[config.mk]
export PLATFORM = sky130hd
export DESIGN_NAME = icache_way_select
export DESIGN_NICKNAME = d
export VERILOG_FILES = /design/src/common/icache_pkg.sv /design/src/icache/icache_way_select.sv
export SDC_FILE = /design/constraint.sdc
export NUM_CORES = 1
export LEC_CHECK = 0
export BUFFER_PORTS_ARGS = -buffer_cell sky130_fd_sc_hd__buf_2
export CORE_AREA = 4 4 311 313
export CTS_BUF_LIST = sky130_fd_sc_hd__clkbuf_2
export DETAILED_ROUTE_END_ITERATION = 7
export DIE_AREA = 0 0 315 317
export SYNTH_ARGS = -nofsm -noshare
export SYNTH_HDL_FRONTEND = slang
export SYNTH_SLANG_ARGS = --single-unit
[constraint.sdc]
create_clock -name clk_i -period 3.79 [get_ports clk_i]
set_input_delay 0.379 -clock clk_i [delete_from_list [all_inputs] [get_ports clk_i]]
set_output_delay 0.379 -clock clk_i [all_outputs]
set_load 0.1 [all_outputs]
[src/common/icache_pkg.sv]
/* icache geometry localparams, address, data and way types,
   controller state enum and address field helpers */

package icache_pkg;

  ////////////////////////////////////////////////////////////
  // geometry
  ////////////////////////////////////////////////////////////

  // fetch port and line widths
  localparam int ADDR_WIDTH   = 32;
  localparam int WORD_WIDTH   = 32;
  localparam int LINE_WIDTH   = 128;

  // 4 ways of 64 sets with 16 byte lines
  localparam int NUM_WAYS     = 4;
  localparam int NUM_SETS     = 64;
  localparam int OFFSET_WIDTH = 4;
  localparam int INDEX_WIDTH  = 6;
  localparam int TAG_WIDTH    = ADDR_WIDTH - INDEX_WIDTH - OFFSET_WIDTH;

  // upper half of the address space bypasses the cache
  localparam int NC_BIT       = 31;

  // random replacement source
  localparam int LFSR_WIDTH   = 8;

  ////////////////////////////////////////////////////////////
  // types
  ////////////////////////////////////////////////////////////

  typedef logic [ADDR_WIDTH-1:0]        addr_t;
  typedef logic [WORD_WIDTH-1:0]        word_t;
  typedef logic [LINE_WIDTH-1:0]        line_t;
  typedef logic [TAG_WIDTH-1:0]         tag_t;
  typedef logic [INDEX_WIDTH-1:0]       index_t;
  typedef logic [$clog2(NUM_WAYS)-1:0]  way_idx_t;
  typedef logic [NUM_WAYS-1:0]          way_oh_t;

  // controller states
  typedef enum logic [2:0] {
    FLUSH,
    IDLE,
    READ,
    MISS
  } ctrl_state_e;

  ////////////////////////////////////////////////////////////
  // address fields
  ////////////////////////////////////////////////////////////

  // tag sits above index and offset
  function automatic tag_t addr_tag(input addr_t addr);
    return addr[ADDR_WIDTH-1 -: TAG_WIDTH];
  endfunction

  function automatic index_t addr_index(input addr_t addr);
    return addr[OFFSET_WIDTH +: INDEX_WIDTH];
  endfunction

  // word within the line, byte bits dropped
  function automatic logic [OFFSET_WIDTH-$clog2(WORD_WIDTH/8)-1:0] addr_word(input addr_t addr);
    return addr[OFFSET_WIDTH-1:$clog2(WORD_WIDTH/8)];
  endfunction

endpackage

[src/icache/icache_way_select.sv]
/* tag compare, hit way encode, invalid way search, LFSR
   replacement and fetch word select */

`timescale 1ns/1ps

module icache_way_select (
  input  logic                                            clk_i,
  input  logic                                            rst_ni,
  input  logic                                            lookup_i,
  input  logic                                            wr_en_i,
  input  icache_pkg::addr_t                               addr_q_i,
  input  icache_pkg::tag_t  [icache_pkg::NUM_WAYS-1:0]    tags_i,
  input  icache_pkg::way_oh_t                             valid_i,
  input  icache_pkg::line_t [icache_pkg::NUM_WAYS-1:0]    lines_i,
  input  icache_pkg::line_t                               rtrn_line_i,
  input  logic                                            from_mem_i,
  output logic                                            hit_o,
  output icache_pkg::way_oh_t                             repl_oh_o,
  output icache_pkg::word_t                               data_o
);

  import icache_pkg::*;

  way_oh_t               hit_oh;
  way_idx_t              hit_idx;
  way_idx_t              inv_way;
  way_idx_t              repl_way;
  logic                  all_valid;
  way_oh_t               repl_oh_q;
  logic [LFSR_WIDTH-1:0] lfsr_q;
  line_t                 sel_line;

  ////////////////////////////////////////////////////////////
  // tag compare and word select
  ////////////////////////////////////////////////////////////

  for (genvar i = 0; i < NUM_WAYS; i++) begin : gen_cmp
    assign hit_oh[i] = valid_i[i] & (tags_i[i] == addr_tag(addr_q_i));
  end

  // RAM outputs only count in the cycle after a lookup read
  assign hit_o = lookup_i & (|hit_oh);

  // binary hit way, lowest set bit
  always_comb begin
    hit_idx = '0;
    for (int i = NUM_WAYS - 1; i >= 0; i--) begin
      if (hit_oh[i]) begin
        hit_idx = way_idx_t'(i);
      end
    end
  end

  // NC fills carry the word in every slot, so one offset works for both
  assign sel_line = from_mem_i ? rtrn_line_i : lines_i[hit_idx];
  assign data_o   = sel_line[addr_word(addr_q_i) * WORD_WIDTH +: WORD_WIDTH];

  ////////////////////////////////////////////////////////////
  // replacement
  ////////////////////////////////////////////////////////////

  // first invalid way, lowest index wins
  always_comb begin
    inv_way = '0;
    for (int i = NUM_WAYS - 1; i >= 0; i--) begin
      if (!valid_i[i]) begin
        inv_way = way_idx_t'(i);
      end
    end
  end

  assign all_valid = &valid_i;
  assign repl_way  = all_valid ? lfsr_q[$clog2(NUM_WAYS)-1:0] : inv_way;
  assign repl_oh_o = repl_oh_q;

  always_ff @(posedge clk_i or negedge rst_ni) begin
    if (!rst_ni) begin
      repl_oh_q <= '0;
      lfsr_q    <= LFSR_WIDTH'(1);
    end else begin
      // victim captured with the set that was just read
      if (lookup_i) begin
        repl_oh_q <= way_oh_t'(1) << repl_way;
      end
      // taps 8,6,5,4 for a maximal length sequence
      if (wr_en_i && all_valid) begin
        lfsr_q <= {lfsr_q[LFSR_WIDTH-2:0], lfsr_q[7] ^ lfsr_q[5] ^ lfsr_q[4] ^ lfsr_q[3]};
      end
    end
  end

  // a line is never allocated twice in one set
  a_hit_onehot: assert property (
    @(posedge clk_i) disable iff (!rst_ni) lookup_i |-> $onehot0(hit_oh))
    else $error("more than one way hit");

endmodule

# Word-level counts from Yosys, hierarchy flattened
# Cells that the tools add are included.
[word_totals]
regBits = 12
input_bits = 769
out_inout_bits = 37
elab_cells = 32
[op_classes]
order_cmp = 1
n_eq_ne = 4
shifts = 2
muxes = 12
n_bitwise = 8
reduce_logical = 3
[ops]
columns = ["cell", "n"]
rows = [
  ["128-bit binary-select mux with 2-bit select", 1],
  ["128-bit two-way mux", 2],
  ["128-bit by 8-bit variable part select with 32-bit output", 1],
  ["22-bit equality test", 4],
  ["2-bit two-way mux", 9],
  ["1-bit AND", 5],
  ["4-bit AND reduction", 1],
  ["4-bit OR reduction", 1],
  ["1-bit by 2-bit left shift with 4-bit output (first input constant)", 1],
  ["2-bit by 3-bit less-than comparator with 1-bit output (second input constant)", 1],
  ["1-bit bitwise XOR", 3],
  ["1-bit logical AND", 1],
]

# Logic depth before layout (Yosys ltp)
[depth]
depth_word = 10
mapped_depth = 12
depth_no_buf = 8

# Worst setup path after synthesis
# OpenSTA, ideal clock, no wires.
[synth_path]
path_kind = "input-to-output"
start = "input addr_q_i[14]"
end = "output data_o[0]"
arrival_time_ns = 5.660
path_slack_ns = -2.249
cell_stages = 11
n_path_buf = 3
path_cell_list = "clkbuf_1 xnor2_1 nand4_1 nor4_2 and2_1 buf_4 clkbuf_1 o211a_1 a2111o_1 nand4_1 a2111oi_1"
[synth_between]
elab_chain_len = 10
elab_cells_between_ends = 16
classes_between = "eq/ne (4); shift (1); mux (7); bitwise (4)"
[synth_lines]
columns = ["item", "line", "source"]
rows = [
  ["start, declared", "icache_way_select.sv:11", "input icache_pkg::addr_t addr_q_i,"],
  ["22-bit equality test", "icache_way_select.sv:38", "assign hit_oh[i] = valid_i[i] & (tags_i[i] == addr_tag(addr_q_i));"],
  ["1-bit AND", "icache_way_select.sv:38", ""],
  ["2-bit two-way mux (3 in series)", "icache_way_select.sv:48", "if (hit_oh[i]) begin"],
  ["2-bit two-way mux *", "icache_way_select.sv:48", ""],
  ["128-bit binary-select mux with 2-bit select *", "icache_way_select.sv:55", "assign sel_line = from_mem_i ? rtrn_line_i : lines_i[hit_idx];"],
  ["128-bit two-way mux (implied by the code) *", "icache_way_select.sv:55", ""],
  ["128-bit two-way mux *", "icache_way_select.sv:55", ""],
  ["128-bit by 8-bit variable part select with 32-bit output *", "icache_way_select.sv:56", "assign data_o = sel_line[addr_word(addr_q_i) * WORD_WIDTH +: WORD_WIDTH];"],
  ["end, declared", "icache_way_select.sv:19", "output icache_pkg::word_t data_o"],
]
# Mark *: on every way between the ends. The rest lies on a longest branch, timed or not. The select of a mux whose other input is x is not followed.

# Worst setup path after layout
[layout_path]
start = "input addr_q_i[30]"
end = "output data_o[20]"
# Same word-level chain as after synthesis.

==> results.sh <==
export IMPL_status="finished with violations"
export IMPL_violations="setup timing"
export IMPL_post_synth_num_cell_types=64
export IMPL_final_layout_size_suffix_gt1_share_pct=65.56
export IMPL_highest_clock_frequency_the_design_can_meet_mhz=248.5
export IMPL_setup_worst_path_class="in -> out"
export IMPL_crit_chain="buf_8 -> buf_6 -> xor2_4 -> nor4_4 -> nand4_1 -> or3_4 -> o21ai_4 -> buf_12 -> buf_12 -> buf_6 -> buf_6 -> a2111o_1 -> nand4_1 -> a2111oi_4 -> buf_12"
export IMPL_design_area_mm2=0.02102
export IMPL_cell_types_occupying_the_most_area_after_synthesis="mux2_2 (7.9%), xnor2_1 (7.3%), nand2_1 (6.5%)"
export IMPL_timing_final_crit_share_pct=106.2
export IMPL_synth_top_area_cell="mux2_2"
export IMPL_yosys_most_used_dff="dfrtp_1"
export IMPL_worst_setup_path_start_kind="input port"
export IMPL_synth_adder_area_share_pct=0
export IMPL_finalWeightedCongestion=1.004
export IMPL_cts_buffers_inserted=3
export IMPL_fin_cells=3598
export IMPL_post_synth_instance_area_mm2=0.009010
export IMPL_synthMuxAreaShare_pct=9.040
export IMPL_place_port_buffers=797
export IMPL_drt_wl_total_um=100400
export IMPL_synth_compound_area_share_pct=42.67
export IMPL_synthesis_yosys_warnings=0
export IMPL_antenna_found_initial=44
export IMPL_vias_per_inst=4.508
export IMPL_worstHoldPathType="in -> reg"
export IMPL_groute_usage_overall_pct=18.45
export IMPL_layout_cells_most_common="buf_2"
export IMPL_seq_total_area_yosys_pct=3.347
export IMPL_dpl_cell_area_mm2=0.01790
export IMPL_clock_path_buffers=2
export IMPL_cts_num_sinks=12
export IMPL_worst_slew_margin_rel_pct=50.31
export IMPL_postSynthNetCount=2020
export IMPL_synth_simple_gate_area_share_pct=27.34
export IMPL_area_growth_pct=133.3
export IMPL_timing_worst_slew_pin_value_ns=0.7436
export IMPL_grt_first_pass_wirelength_um=127900
export IMPL_place_hpwl_um=80960
export IMPL_tritoncts_clock_tree="built"
export IMPL_path_max_fanout=7
export IMPL_chipHeight_um=317
export IMPL_dr_pass1_iters=5
export IMPL_die_area_mm2=0.09986
export IMPL_first_global_vias=15760
export IMPL_largest_net_degree_at_the_start_of_global_routing=76
export IMPL_setup_worst_path_end_class="output port"
export IMPL_num_rows=113
export IMPL_cp_arrival_ns=3.65
export IMPL_number_of_nets_in_the_layout=3084
export IMPL_cts_htree_levels=1
export IMPL_ant_nets=0
export IMPL_critical_path_max_stage_delay_ns=0.44
export IMPL_drc_errors=0
export IMPL_core_mm2=0.09430
export IMPL_worst_setup_hold_path_clk_slew_ns=0.13
export IMPL_grt_setup_unrepaired="yes"
export IMPL_synth_edff_count=0
export IMPL_global_route_overflow_total=0
export IMPL_p_leak_uw=0.009768
export IMPL_timing_critical_path_slowest_stage_cell="or3_4"
export IMPL_min_period_ns=4.024
export IMPL_slew_violations=0
export IMPL_placed_cells_incl_taps=3484
export IMPL_initial_core_util_pct=9.554
export IMPL_postSynthAreaPerCell_um2=7.202
export IMPL_yosys_area_share_xor_xnor_pct=9.027
export IMPL_timing_clock_skew_ns=0.02456
export IMPL_via_count=16220
export IMPL_worstSkewPairLatency_ns=0.27
export IMPL_max_vdd_ir_drop_v=0.00009376
export IMPL_worst_path_dominant_cell_family="simple AND/OR/NAND/NOR gates"
export IMPL_async_reset_ff_share_pct=100.0
export IMPL_synth_ff_latch_count=12
export IMPL_synth_cells=1251
export IMPL_synth_top_family_by_area="compound AO/OA/AOI/OAI gates"
export IMPL_max_cap_violations=0
export IMPL_timing_final_ws_setup_ns=-0.2341
export IMPL_final_hold_viol_count=0
export IMPL_detailedRoute_firstIterationViolations=1375
export IMPL_yosys_area_top_type_share_pct=7.874
export IMPL_cp_buffers_inverters=7
export IMPL_routed_wire_length_per_instance_um=27.92
export IMPL_final_setup_violation_count=28
export IMPL_die_outline_width_um=315
export IMPL_power_density_cell_area_mw_per_mm2=117.6
export IMPL_worstPathRequired_ns=3.41
export IMPL_clock_tree_root_cell="clkbuf_2"
export IMPL_io_pins=806
export IMPL_layout_common_cells="buf_2 (749), buf_4 (256), nand2_1 (152)"
per-layer routing:
| layer | global-route usage, % | wire [um] | share of wire, % |
|---|---|---|---|
| met5 | 0 | 89 | 0.089 |
| met3 | 4.875 | 9243 | 9.2 |
| met4 | 5.485 | 3601 | 3.6 |
| met1 | 24.75 | 43540 | 43 |
| met2 | 28.96 | 43970 | 44 |
path summary, 6_finish.rpt:
path / to / start / slack [ns] / cells past startpoint
setup reg to reg: repl_oh_o[0] / lfsr_q[0] / 2.76 / 4
min in group asynchronous: repl_oh_o[0] / rst_ni / 0.51 / 2
hold reg to reg: lfsr_q[0] / lfsr_q[0] / 0.50 / 2
setup / recovery: data_o[20] / addr_q_i[30] / -0.23 / 15
hold / removal: repl_oh_o[2] / lookup_i / 0.38 / 2
max in group asynchronous: lfsr_q[0] / rst_ni / 2.96 / 2
logic make-up (layout without fill, tap and decap cells):
| logic type | count (synthesis) | count (layout) |
|---|---|---|
| AOI/OAI and AO/OA | 444 | 444 |
| xor gates and xnor gates | 92 | 92 |
| buffers and inverters | 179 | 1242 |
| DFF | 12 | 12 |
| muxes | 73 | 73 |
| other | 0 | 19 |
| and+or+nand+nor | 451 | 451 |
synthesized netlist by cell type, drive strengths merged, types with 10 or more instances:
cell,instances
a41o,54
dfrtp,11
a2111oi,28
nand2,157
nand4,62
a21o,62
nor3,60
o221ai,28
buf,48
a22oi,33
a2111o,28
a31oi,28
nor4,72
inv,41
a221o,29
xnor2,76
nand2b,33
o22ai,33
a211oi,10
nor2,11
nand3,16
xor2,16
mux2,67
clkbuf,90
a21oi,14
o21ai,33
o211a,32
stage by stage:
stage               power [uW]  setup WS, ns  hold WS [ns]  utilization (%)  setup TNS [ns]
floorplan                 1079      -0.07174       0.08341                -          -1.611
global placement          2201       -0.9116        0.2688            18.99          -15.17
detailed placement        2200       -0.7885        0.2753            18.99          -12.41
CTS                       2392       -0.1608        0.3679            21.20          -2.375
global route              2586       -0.1973        0.3580            22.26          -3.904
finish                    2473       -0.2341        0.3797            22.29          -1.941
worst register-to-register path: cells and delay by family (launching register included):
| kind | cells | cell delay (ns) |
|---|---|---|
| flops | 1 | 0.55 |
| simple gates | 2 | 0.24 |
| compound gates | 2 | 0.16 |
flip-flops by register name (all words and copies together) (netlist names):
signal	cells
lfsr_q	8
repl_oh_o	4
repair_timing:
action,4_1_cts,5_1_grt
pin swaps,87,70
setup endpoints to repair,32,32
cloned,14,2
resized for setup,211,149
hold buffers,1,0
setup buffers,65,20
endpoints found under the hold margin,11,0
cell type report:
type / count / area [um2]
Multi-Input combinational cell: 1060 / 10050
Clock buffer: 4 / 20.02
Fill cell: 10410 / 73280
Inverter: 41 / 156.4
Tap cell: 1265 / 1583
Antenna cell: 19 / 47.55
Sequential cell: 12 / 301.5
Timing Repair Buffer: 1197 / 8860
where the power goes:
part	internal (uW)	switching (uW)	total, uW
Clock	28.0	42.4	70.4
Combinational	985	1280	2270
Sequential	132	2.33	135
Power figures use the tool's default switching activity.
