**src/common/icache_pkg.sv**
```systemverilog
/* icache geometry localparams, address, data and way types,
   controller state enum and address field helpers */

package icache_pkg;

  ////////////////////////////////////////////////////////////
  // geometry
  ////////////////////////////////////////////////////////////

  // fetch port and line widths
  localparam int ADDR_WIDTH   = 32;
  localparam int WORD_WIDTH   = 32;
  localparam int LINE_WIDTH   = 128;

  // 4 ways of 64 sets with 16 byte lines
  localparam int NUM_WAYS     = 4;
  localparam int NUM_SETS     = 64;
  localparam int OFFSET_WIDTH = 4;
  localparam int INDEX_WIDTH  = 6;
  localparam int TAG_WIDTH    = ADDR_WIDTH - INDEX_WIDTH - OFFSET_WIDTH;

  // upper half of the address space bypasses the cache
  localparam int NC_BIT       = 31;

  // random replacement source
  localparam int LFSR_WIDTH   = 8;

  ////////////////////////////////////////////////////////////
  // types
  ////////////////////////////////////////////////////////////

  typedef logic [ADDR_WIDTH-1:0]        addr_t;
  typedef logic [WORD_WIDTH-1:0]        word_t;
  typedef logic [LINE_WIDTH-1:0]        line_t;
  typedef logic [TAG_WIDTH-1:0]         tag_t;
  typedef logic [INDEX_WIDTH-1:0]       index_t;
  typedef logic [$clog2(NUM_WAYS)-1:0]  way_idx_t;
  typedef logic [NUM_WAYS-1:0]          way_oh_t;

  // controller states
  typedef enum logic [2:0] {
    FLUSH,
    IDLE,
    READ,
    MISS
  } ctrl_state_e;

  ////////////////////////////////////////////////////////////
  // address fields
  ////////////////////////////////////////////////////////////

  // tag sits above index and offset
  function automatic tag_t addr_tag(input addr_t addr);
    return addr[ADDR_WIDTH-1 -: TAG_WIDTH];
  endfunction

  function automatic index_t addr_index(input addr_t addr);
    return addr[OFFSET_WIDTH +: INDEX_WIDTH];
  endfunction

  // word within the line, byte bits dropped
  function automatic logic [OFFSET_WIDTH-$clog2(WORD_WIDTH/8)-1:0] addr_word(input addr_t addr);
    return addr[OFFSET_WIDTH-1:$clog2(WORD_WIDTH/8)];
  endfunction

endpackage

```
**src/icache/icache_ctrl.sv**
```systemverilog
/* icache controller FSM, request address register, enable and
   pending flush tracking, flush counter */

`timescale 1ns/1ps

module icache_ctrl (
  input  logic               clk_i,
  input  logic               rst_ni,
  input  logic               en_i,
  input  logic               flush_i,
  // fetch side
  input  logic               req_i,
  input  icache_pkg::addr_t  addr_i,
  output logic               ready_o,
  output logic               valid_o,
  output logic               miss_o,
  // lookup result and data source
  input  logic               hit_i,
  output logic               from_mem_o,
  // memory side
  output logic               mem_req_o,
  output icache_pkg::addr_t  mem_addr_o,
  output logic               mem_nc_o,
  input  logic               mem_ack_i,
  input  logic               mem_rtrn_vld_i,
  // array control
  output logic               rd_en_o,
  output logic               wr_en_o,
  output logic               lookup_o,
  output logic               flush_en_o,
  output icache_pkg::index_t flush_idx_o,
  output icache_pkg::addr_t  addr_d_o,
  output icache_pkg::addr_t  addr_q_o
);

  import icache_pkg::*;

  ctrl_state_e state_d, state_q;
  logic        cache_en_d, cache_en_q;
  logic        flush_d, flush_q;
  logic        lookup_d, lookup_q;
  index_t      flush_cnt_d, flush_cnt_q;
  addr_t       addr_q;
  logic        is_nc;

  ////////////////////////////////////////////////////////////
  // address and memory request fields
  ////////////////////////////////////////////////////////////

  // new address only when a request is accepted
  assign addr_d_o = rd_en_o ? addr_i : addr_q;
  assign addr_q_o = addr_q;

  // upper half of the address space or a disabled cache
  assign is_nc    = addr_q[NC_BIT] | ~cache_en_q;
  assign mem_nc_o = is_nc;

  // word aligned for NC, line aligned for refills
  assign mem_addr_o = is_nc ? {addr_q[ADDR_WIDTH-1:2], 2'b00} :
                              {addr_q[ADDR_WIDTH-1:OFFSET_WIDTH], {OFFSET_WIDTH{1'b0}}};

  // RAM read goes with every accepted request
  assign rd_en_o    = ready_o & req_i;
  // tag compare only when the cache is on
  assign lookup_d   = rd_en_o & cache_en_q;
  assign lookup_o   = lookup_q;

  // responses from MISS come straight off the return bus
  assign from_mem_o = (state_q == MISS);

  // one set cleared per cycle, wraps to zero when done
  assign flush_idx_o = flush_cnt_q;
  assign flush_cnt_d = flush_en_o ? flush_cnt_q + 1'b1 : flush_cnt_q;

  ////////////////////////////////////////////////////////////
  // FSM
  ////////////////////////////////////////////////////////////

  always_comb begin
    state_d    = state_q;
    // disabling is immediate, enabling only via a flush
    cache_en_d = cache_en_q & en_i;
    flush_d    = flush_q | flush_i;
    ready_o    = 1'b0;
    valid_o    = 1'b0;
    miss_o     = 1'b0;
    mem_req_o  = 1'b0;
    wr_en_o    = 1'b0;
    flush_en_o = 1'b0;

    unique case (state_q)
      // clear all valid bits
      FLUSH: begin
        flush_en_o = 1'b1;
        if (flush_cnt_q == index_t'(NUM_SETS - 1)) begin
          state_d    = IDLE;
          flush_d    = 1'b0;
          cache_en_d = en_i;
        end
      end
      // wait for a fetch
      IDLE: begin
        // pending flush or a fresh enable clears the arrays
        if (flush_d || (en_i && !cache_en_q)) begin
          state_d = FLUSH;
        end else begin
          ready_o = 1'b1;
          if (req_i) begin
            state_d = READ;
          end
        end
      end
      // tag compare on the RAM outputs
      // NC and disabled fetches take the miss path
      READ: begin
        if (hit_i) begin
          valid_o = 1'b1;
          state_d = IDLE;
          // back-to-back hit unless a flush is waiting
          if (!flush_d) begin
            ready_o = 1'b1;
            if (req_i) begin
              state_d = READ;
            end
          end
        end else begin
          // held until memory takes it
          mem_req_o = 1'b1;
          if (mem_ack_i) begin
            miss_o  = ~is_nc;
            state_d = MISS;
          end
        end
      end
      // refill or NC word comes back, always taken
      MISS: begin
        if (mem_rtrn_vld_i) begin
          valid_o = 1'b1;
          // NC data never lands in the arrays
          wr_en_o = ~is_nc;
          state_d = IDLE;
        end
      end
      default: begin
        state_d = FLUSH;
      end
    endcase
  end

  ////////////////////////////////////////////////////////////
  // registers
  ////////////////////////////////////////////////////////////

  always_ff @(posedge clk_i or negedge rst_ni) begin
    if (!rst_ni) begin
      state_q     <= FLUSH;
      cache_en_q  <= 1'b0;
      flush_q     <= 1'b0;
      lookup_q    <= 1'b0;
      flush_cnt_q <= '0;
    end else begin
      state_q     <= state_d;
      cache_en_q  <= cache_en_d;
      flush_q     <= flush_d;
      lookup_q    <= lookup_d;
      flush_cnt_q <= flush_cnt_d;
    end
  end

  // fetch address of the request in flight
  always_ff @(posedge clk_i) begin
    addr_q <= addr_d_o;
  end

  // FSM never leaves its four states
  a_state_legal: assert property (
    @(posedge clk_i) disable iff (!rst_ni) state_q inside {FLUSH, IDLE, READ, MISS})
    else $error("icache ctrl reached an illegal state");

  // memory only acknowledges a pending request
  a_ack_with_req: assert property (
    @(posedge clk_i) disable iff (!rst_ni) mem_ack_i |-> mem_req_o)
    else $error("mem_ack_i without mem_req_o");

endmodule

```
**config.mk**
```make
export PLATFORM = sky130hd
export DESIGN_NAME = icache_ctrl
export DESIGN_NICKNAME = d
export VERILOG_FILES = /design/src/common/icache_pkg.sv /design/src/icache/icache_ctrl.sv
export SDC_FILE = /design/constraint.sdc
export NUM_CORES = 1
export LEC_CHECK = 0
export BUFFER_PORTS_ARGS = -buffer_cell sky130_fd_sc_hd__buf_2
export CAP_MARGIN = 10
export CORE_MARGIN = 2
export CORE_UTILIZATION = 40
export DETAILED_ROUTE_END_ITERATION = 10
export GPL_TIMING_DRIVEN = 1
export PLACE_DENSITY = 0.9
export SLEW_MARGIN = 0
export SYNTH_ARGS = -nofsm -noshare
export SYNTH_HDL_FRONTEND = slang
export SYNTH_SLANG_ARGS = --single-unit
```
**constraint.sdc**
```tcl
create_clock -name clk_i -period 2.35 [get_ports clk_i]
set_clock_uncertainty 0.2 [all_clocks]
set_input_delay 0.47 -clock clk_i [delete_from_list [all_inputs] [get_ports clk_i]]
set_output_delay 0.47 -clock clk_i [all_outputs]
set_load 0.005 [all_outputs]
```
# After elaboration in Yosys (flattened, before gate mapping)
# Index checks and enable logic that the tools add are counted.
# totals
ramBits	0
output_inout_bits	112
memories	0
latch_bits	0
ff_bits	44
mem_bits_ro	0
input_bits	40
elab_cells	57
# op_classes
magnitude_cmp	0
bitwise	7
mul	0
shifts	0
n_eq_ne	8
mux	30
n_reduce_logical	5
n_div	0
addsub	1
# op_table
op	n
2-to-1 mux 32 bit	1
2-to-1 mux 3 bit	6
2-to-1 mux 1 bit	17
case mux 3 bit (4 select lines)	1
adder 6 x 1 -> 6 bit, second input constant	1
== test 3 x 2 -> 1 bit, second input constant	2
== test 6 bit, second input constant	1
inequality test 3 bit, second input constant	2
2-to-1 mux 2 bit	2
2-to-1 mux 4 bit	1
case mux 1 bit (2 select lines)	2
AND reduction 4 bit	1
bitwise AND 1 bit	3
== test 3 x 1 -> 1 bit, second input constant	1
logical NOT 3 bit	1
inequality test 2 x 1 -> 1 bit, second input constant	1
inequality test 2 bit, second input constant	1
inverter 1 bit	2
OR 1 bit	2
logical AND 1 bit	1
logical NOT 1 bit	1
logical OR 1 bit	1

# Logic depth before layout (Yosys ltp)
# Gate-level depths: netlist of run 1.
# logic_depth
word_depth	7
ltp_mapped	7
depth_no_buf	6

# Worst setup path before layout of run 1
# Ideal clock, no wire load.
# synth_timing
kind	reg-to-output
from	reg state_q[0]
to	out addr_d_o[10]
path_stages_with_launch	8
path_slack_ns	0.069
arrival_ns	1.611
n_path_buf	2
required_ns	1.680
cell_sequence	dfrtp_1 inv_1 ha_1 nand2_1 a211o_1 buf_6 buf_12 mux2_4
# synth_via
elab_chain_cells	4
word_cells_on_any_way	5
classes_between	eq/ne (2); mux (2); bitwise (1)
# synth_lines
element	line_no	text
from (decl)	icache_ctrl.sv:38	ctrl_state_e state_d, state_q;
from (signal assigned)	icache_ctrl.sv:162	state_q <= state_d;
== test 3 x 2 -> 1 bit or == test 3 x 1 -> 1 bit (tied branches)	icache_ctrl.sv:91	unique case (state_q)
case mux 1 bit (2 select lines) (*)	icache_ctrl.sv:91	
bitwise AND 1 bit (*)	icache_ctrl.sv:63	assign rd_en_o = ready_o & req_i;
2-to-1 mux 32 bit (*)	icache_ctrl.sv:51	assign addr_d_o = rd_en_o ? addr_i : addr_q;
to (decl)	icache_ctrl.sv:32	output icache_pkg::addr_t addr_d_o,
# Every way passes the cells marked *; elsewhere a longest branch is shown, timed or not.

# Worst setup path in the final report of run 1
# layout_timing
from	reg state_q[1]
to	out addr_d_o[21]
# Same word-level chain as after synthesis.

==> reports/metrics.csv, run 1 <==
stage,metric,value,unit
yosys,syn_area,2060,sq um
clock_network,cts_tree,yes,
critical_path,crit_fanout,12,
grt,grt_usage,14.8,%
place,place.gp.congestion,0.724,
floorplan,die_x,75.7,um
finish,drive_gt1_share,69.6,%
detailed_routing,via_per_inst,4.37,
place,place_area,2670,sq um
power_and_ir_drop,power_switching_share,21.6,%
power_and_ir_drop,clockPowerShare,37.0,%
detailed_routing,drcViolationCount,0,
clock_network,ctsLongestPathBuffers,2,
yosys,synth_xor_area_share,2.13,%
place,hpwl,3650,um
finish,layout_common_cells,"buf_2 (127), dfxtp_1 (32), mux2_4 (29), buf_6 (23), dfrtp_1 (11)",
yosys,yosys.area.top_type,dfxtp_1,
yosys,synth_mux_area_share,23.9,%
detailed_routing,antenna_left,0,
sta,maxSlewViolCount,0,
clock_network,root_buffer,clkbuf_8,
floorplan,rows,26,
grt,grt_pass1_vias,1339,
yosys,syn_inst,168,
yosys,netlist.area_leader.share,31.1,%
detailed_routing,drt_iter0_drc,24,
run_status,violations,setup timing,
sta,hold_violations,0,
finish,final_common_cell,buf_2,
power_and_ir_drop,p_comb_share,3.7,%
sta,max_freq,364,MHz
critical_path,start_kind,flip-flop,
detailed_routing,routed_wirelength,4950,um
floorplan,dieArea,5730,sq um
power_and_ir_drop,ir_worst_vdd,0.206,mV
sta,setup-tns-final,-12.11,ns
power_and_ir_drop,power_density,413,nW/um^2
clock_network,numCtsBuffers,5,
clock_network,clock-sinks,43,
floorplan,die_h,75.7,um
finish,design_area,2980,sq um
run_status,status,finished with violations,
power_and_ir_drop,leakage,1.73,nW
floorplan,io_pins,152,
grt,antenna_found_initial,0,
floorplan,initial_core_util,40.8,%
yosys,synthAdderAreaFrac,3.04,%
sta,fin_ws,-0.394,ns
clock_network,h-tree-depth,2,
yosys,synth_top_family_by_area,multiplexers,
yosys,synth_area_leaders,"dfxtp_1 (31%), mux2_4 (21%), dfrtp_1 (13%)",
yosys,ys_seq_elements,43,
detailed_routing,drtPass1Iterations,4,
yosys,yosys_warnings,0,
grt,grt_overflow,0,
place,io_buffer_count,149,
sta,setup_viol,33,
clock_network,clk_pin_slew,0.09,ns
yosys,synth_cell_types,30,
grt,grt_max_degree,14,
detailed_routing,avgRoutedWirePerCell,13.3,um
yosys,synth.avg_cell_area,12.2,sq um
critical_path,cp.arrival,2.07,ns
power_and_ir_drop,p_int,0.000966,W
yosys,synth-compound-area-share,2.49,%
clock_network,clock_latency,0.30,ns
finish,final_cells,373,
sta,fin_crit_sh,117,%
detailed_routing,dr_total_vias,1629,
critical_path,crit_type,reg2out,
yosys,ys_seq_area_share,44.5,%
power_and_ir_drop,p_sw,0.000266,W
critical_path,cp.required,1.68,ns
job,maxCapViolations,0,
floorplan,core_area,5040,sq um
hold_path,hp-class,in2reg,
finish,antenna_cells,0,
yosys,synth-simple-area-share,8.03,%
sta,rsz0062_at_grt,yes,
finish,nets,347,
grt,grt_pass1_wl,6250,um
place,placed_cells,362,
power_and_ir_drop,power_frac_seq,59.3,%
sta,finalCriticalPeriod,2.74,ns
finish,syn_to_final_growth,45.1,%
critical_path,cp-end-kind,output port,
[synth_stat cells]
cell,instances
nand2_1,10
nand2_2,1
nand3_1,2
and3_1,1
inv_1,7
or3b_2,1
a41oi_1,1
nor2b_1,2
buf_6,1
or2b_1,1
nand2b_2,1
xor2_1,2
conb_1,1
a31oi_1,1
nor2_4,1
nor2_1,5
a21oi_1,2
dfxtp_1,32
dfrtp_1,11
and2_1,2
a211o_1,1
ha_1,5
mux2_4,29
buf_12,3
buf_4,30
xnor2_1,3
mux2_2,5
o21ai_0,2
nand4_1,4
o21a_1,1
[sequential cells by signal, indices dropped and copies added (netlist names)]
register / flops
flush_idx_o: 6
addr_q_o: 32
flush_q: 1
state_q: 2
cache_en_q: 1
lookup_o: 1
[cell type report]
cell class                      instances  area [sq um]
Timing Repair Buffer                  160          1000
Clock inverter                          2          11.3
Fill cell                             396          2060
Sequential cell                        43           916
Clock buffer                            6          72.6
Inverter                                7          26.3
Tap cell                               70          87.6
Multi-Input combinational cell         85           866
[power groups by stage]
stage / registers (W) / logic [W] / clock network [W]
after global placement: 0.000747 / 0.0000429 / 0
after detailed placement: 0.000747 / 0.0000445 / 0
after global routing: 0.000731 / 0.0000506 / 0.000501
after floorplan: 0.000747 / 0.00000733 / 0
final: 0.000731 / 0.0000462 / 0.000456
after CTS: 0.000731 / 0.0000463 / 0.000470
[cell families after synthesis]
logic type | Yosys count
AND/OR/NAND/NOR | 31
adder cells (fa/ha/maj) | 5
other | 1
XOR/XNOR | 5
AO/OA/AOI/OAI | 8
flip-flops | 43
buffers and inverters | 41
multiplexers | 34
[timing repair]
action | in CTS | in global routing
pin swaps | 1 | 0
buffers inserted | 0 | 1
resized for setup | 10 | 23
hold buffers | 1 | 0
endpoints found under the hold margin | 11 | 0
setup endpoints to repair | 33 | 33
cloned | 1 | 0
[routing by layer]
layer | track usage (%) | share of wire (%) | wire length (um)
met5 | 0 | 0 | 0
met2 | 26.6 | 53 | 2630
met1 | 16.4 | 39 | 1920
met3 | 4.89 | 7.2 | 357
met4 | 5.26 | 0.89 | 44
[metrics by stage]
stage          util (%)  total power (W)  hold WS [ns]  setup slack [ns]
2_1_floorplan         -         0.000755       -0.0256            0.0686
3_3_place_gp       53.0         0.000790         0.146           -0.0655
3_5_place_dp       53.0         0.000792         0.154            -0.115
4_1_cts            56.2          0.00125         0.194            -0.379
5_1_grt            59.2          0.00128         0.205            -0.448
6_report           59.2          0.00123         0.214            -0.394
[path summary, 6_finish.rpt]
check	to	startpoint	slack, ns	cells after the start
max	addr_d_o[21]	state_q[1]	-0.39	7
min	addr_q_o[30]	addr_i[30]	0.21	2
max reg2reg	state_q[0]	state_q[1]	0.37	7
min reg2reg	addr_q_o[1]	addr_q_o[1]	0.31	1
max in group asynchronous	flush_idx_o[4]	rst_ni	1.33	2
min in group asynchronous	cache_en_q	rst_ni	0.41	2
[worst max-delay path, stage by stage (launching register included)]
cell and delay, ns:
dfrtp_1 0.43, inv_2 0.08, ha_4 0.29, nand2_4 0.05, a211o_4 0.31, buf_16 0.18, mux2_4 0.32, buf_6 0.12
No activity file was read; power rests on OpenSTA's default activity.
==> run 2, diff against run 1 <==
CTS_CLUSTER_DIAMETER = 60   (was unset)
SKIP_LAST_GASP = 1   (was unset)
==> run 2 against run 1 <==
  * The run still ends with setup timing left
  * Cell count rose by 0.80%
  * Hold slack gained 0.00053 ns
  * First-iteration DRC count down 21%
  * Critical path depth did not move
  * Clock-buffer cell count unchanged
  * Wire length rose by 1.3%
  * Power is essentially flat
  * Critical endpoint unchanged
  * Sequential power is essentially flat
  * Die area unchanged
  * Via count rose by 1.5%
  * Highest routed layer unchanged
  * Non-clock buffer count grew 3
==> reports/metrics.csv, run 2 (synthesized netlist as in run 1, its figures left out) <==
stage,metric,value,unit,change
critical_path,cp-end-kind,output port,,
grt,grt_pass1_vias,1319,,-1.5%
clock_network,root_buffer,clkbuf_8,,
hold_path,min_path_cells,2,,unchanged
critical_path,cp.required,1.68,ns,about the same
sta,finalCriticalPeriod,2.77,ns,+0.0259 ns
run_status,status,finished with violations,,
finish,final_cells,376,,+0.80%
sta,maxSlewViolCount,0,,unchanged
finish,nets,350,,+0.86%
detailed_routing,via_per_inst,4.40,,+0.66%
grt,grt_overflow,0,,unchanged
detailed_routing,drtPass1Iterations,4,,unchanged
finish,design_area,3040,sq um,+1.8%
hold_path,hold_start,addr_i[30],,
floorplan,core_area,5040,sq um,unchanged
detailed_routing,drcViolationCount,0,,unchanged
finish,final_common_cell,buf_2,,
detailed_routing,routed_wirelength,5020,um,+1.3%
finish,seqCellArea,916,sq um,unchanged
detailed_routing,dr_total_vias,1653,,+1.5%
critical_path,cp.arrival,2.10,ns,+0.03 ns
clock_network,clock_latency,0.29,ns,about the same
floorplan,io_pins,152,,unchanged
critical_path,reg2reg_setup_slack,0.35,ns,-0.02 ns
detailed_routing,dr_wl_met3,338,um,-5.3%
clock_network,clk_pin_slew,0.09,ns,about the same
place,place_area,2670,sq um,unchanged
critical_path,crit_fanout,6,,-6
detailed_routing,antenna_left,0,,unchanged
sta,hold_violations,0,,unchanged
sta,max_freq,361,MHz,-0.94%
finish,syn_to_final_growth,47.7,%,
floorplan,die_x,75.7,um,unchanged
place,io_buffer_count,149,,unchanged
floorplan,die_h,75.7,um,unchanged
detailed_routing,met2_wirelength,2660,um,+1.3%
hold_path,hp-class,in2reg,,
finish,layout_common_cells,"buf_2 (128), dfxtp_1 (32), mux2_4 (29), buf_6 (21), dfrtp_1 (11)",,
grt,grt_pass1_wl,6210,um,-0.66%
clock_network,ctsLongestPathBuffers,2,,unchanged
grt,antenna_found_initial,0,,unchanged
clock_network,numCtsBuffers,5,,unchanged
finish,multi_input_area,866,sq um,unchanged
finish,largest_reg_flops,32,,unchanged
finish,drive_gt1_share,70.3,%,+0.62 points
sta,setup_viol,33,,unchanged
clock_network,clock-sinks,43,,unchanged
place,place.gp.congestion,0.724,,unchanged
floorplan,dieArea,5730,sq um,unchanged
detailed_routing,wl_met1,1970,um,+2.5%
critical_path,crit_type,reg2out,,
finish,n_fill_cell,391,,-1.3%
power_and_ir_drop,leakage,1.77,nW,+2.0%
hold_path,whs_endpoint,addr_q_o[30],,
power_and_ir_drop,power_density,406,nW/um^2,-1.8%
critical_path,start_kind,flip-flop,,
detailed_routing,drt_iter0_drc,19,,-21%
critical_path,r2r_start,state_q[1],,
floorplan,initial_core_util,40.8,%,unchanged
sta,fin_ws,-0.420,ns,-0.0259 ns
sta,fin_crit_sh,118,%,+1.1 points
finish,antenna_cells,0,,unchanged
detailed_routing,dr.max_layer_used,met4,,
sta,rsz0062_at_grt,yes,,
run_status,violations,setup timing,,
grt,grt_max_degree,14,,unchanged
place,placed_cells,362,,unchanged
critical_path,reg2reg_depth,6,,-1
grt,grt_usage,14.7,%,-0.083 points
clock_network,cts_tree,yes,,
clock_network,h-tree-depth,2,,unchanged
job,maxCapViolations,0,,unchanged
detailed_routing,avgRoutedWirePerCell,13.3,um,+0.46%
critical_path,reg2reg_to,addr_q_o[21],,
place,hpwl,3650,um,unchanged
floorplan,rows,26,,unchanged
power_and_ir_drop,ir_worst_vdd,0.206,mV,about the same
finish,post-route-util,60.3,%,+1.1 points
==> run 2: cell type report <==
cell class              count  share of cell area, %
clock inverters             2                  0.371
repair buffers            163                   34.9
flip-flops and latches     43                   30.1
clock buffers               6                   2.39
well taps                  70                   2.88
multi-input cells          85                   28.5
inverters                   7                  0.865
==> run 2: where the power goes <==
group | internal (W) | switching (W)
Sequential | 0.000731 | 0.0000000000000000000409
Combinational | 0.0000272 | 0.0000195
Clock | 0.000209 | 0.000246
==> run 2: what timing repair did <==
item,in CTS,in global routing
resized for setup,8,26
cloned,1,2
pin swaps,1,2
buffers inserted,0,2
setup endpoints to repair,33,33
endpoints found under the hold margin,11,0
hold buffers,1,0
==> run 2: per-stage QoR <==
step                TNS (ns)  power [W]  hold WS, ns  setup WS, ns
global placement       -1.73   0.000790        0.146       -0.0655
global route          -14.58    0.00128        0.205        -0.466
CTS                   -12.35    0.00125        0.194        -0.390
floorplan                  0   0.000755      -0.0256        0.0686
detailed placement     -3.25   0.000792        0.154        -0.115
finish                -12.77    0.00123        0.214        -0.420
==> run 2: worst max-delay path: stages (launching register included) <==
cell	delay, ns
dfrtp_1	0.40
inv_2	0.07
ha_4	0.28
nand2_4	0.05
a211o_4	0.38
clkbuf_16	0.19
mux2_4	0.31
buf_6	0.12
==> run 2: per-layer routing <==
metal / up-vias / track usage [%]
li1: 797 / -
met5: - / 0
met4: 0 / 4.68
met3: 6 / 4.63
met1: 768 / 16.4
met2: 82 / 26.7
==> run 2: how the worst max path moves through the flow <==
stage | start | to | cells past startpoint
4_1_cts | state_q[1] | addr_d_o[8] | 7
3_5_place_dp | state_q[1] | addr_d_o[16] | 7
2_1_floorplan | state_q[0] | addr_d_o[10] | 7
3_3_place_gp | state_q[1] | addr_d_o[14] | 7
6_report | state_q[1] | addr_d_o[21] | 7
5_1_grt | state_q[1] | addr_d_o[5] | 7
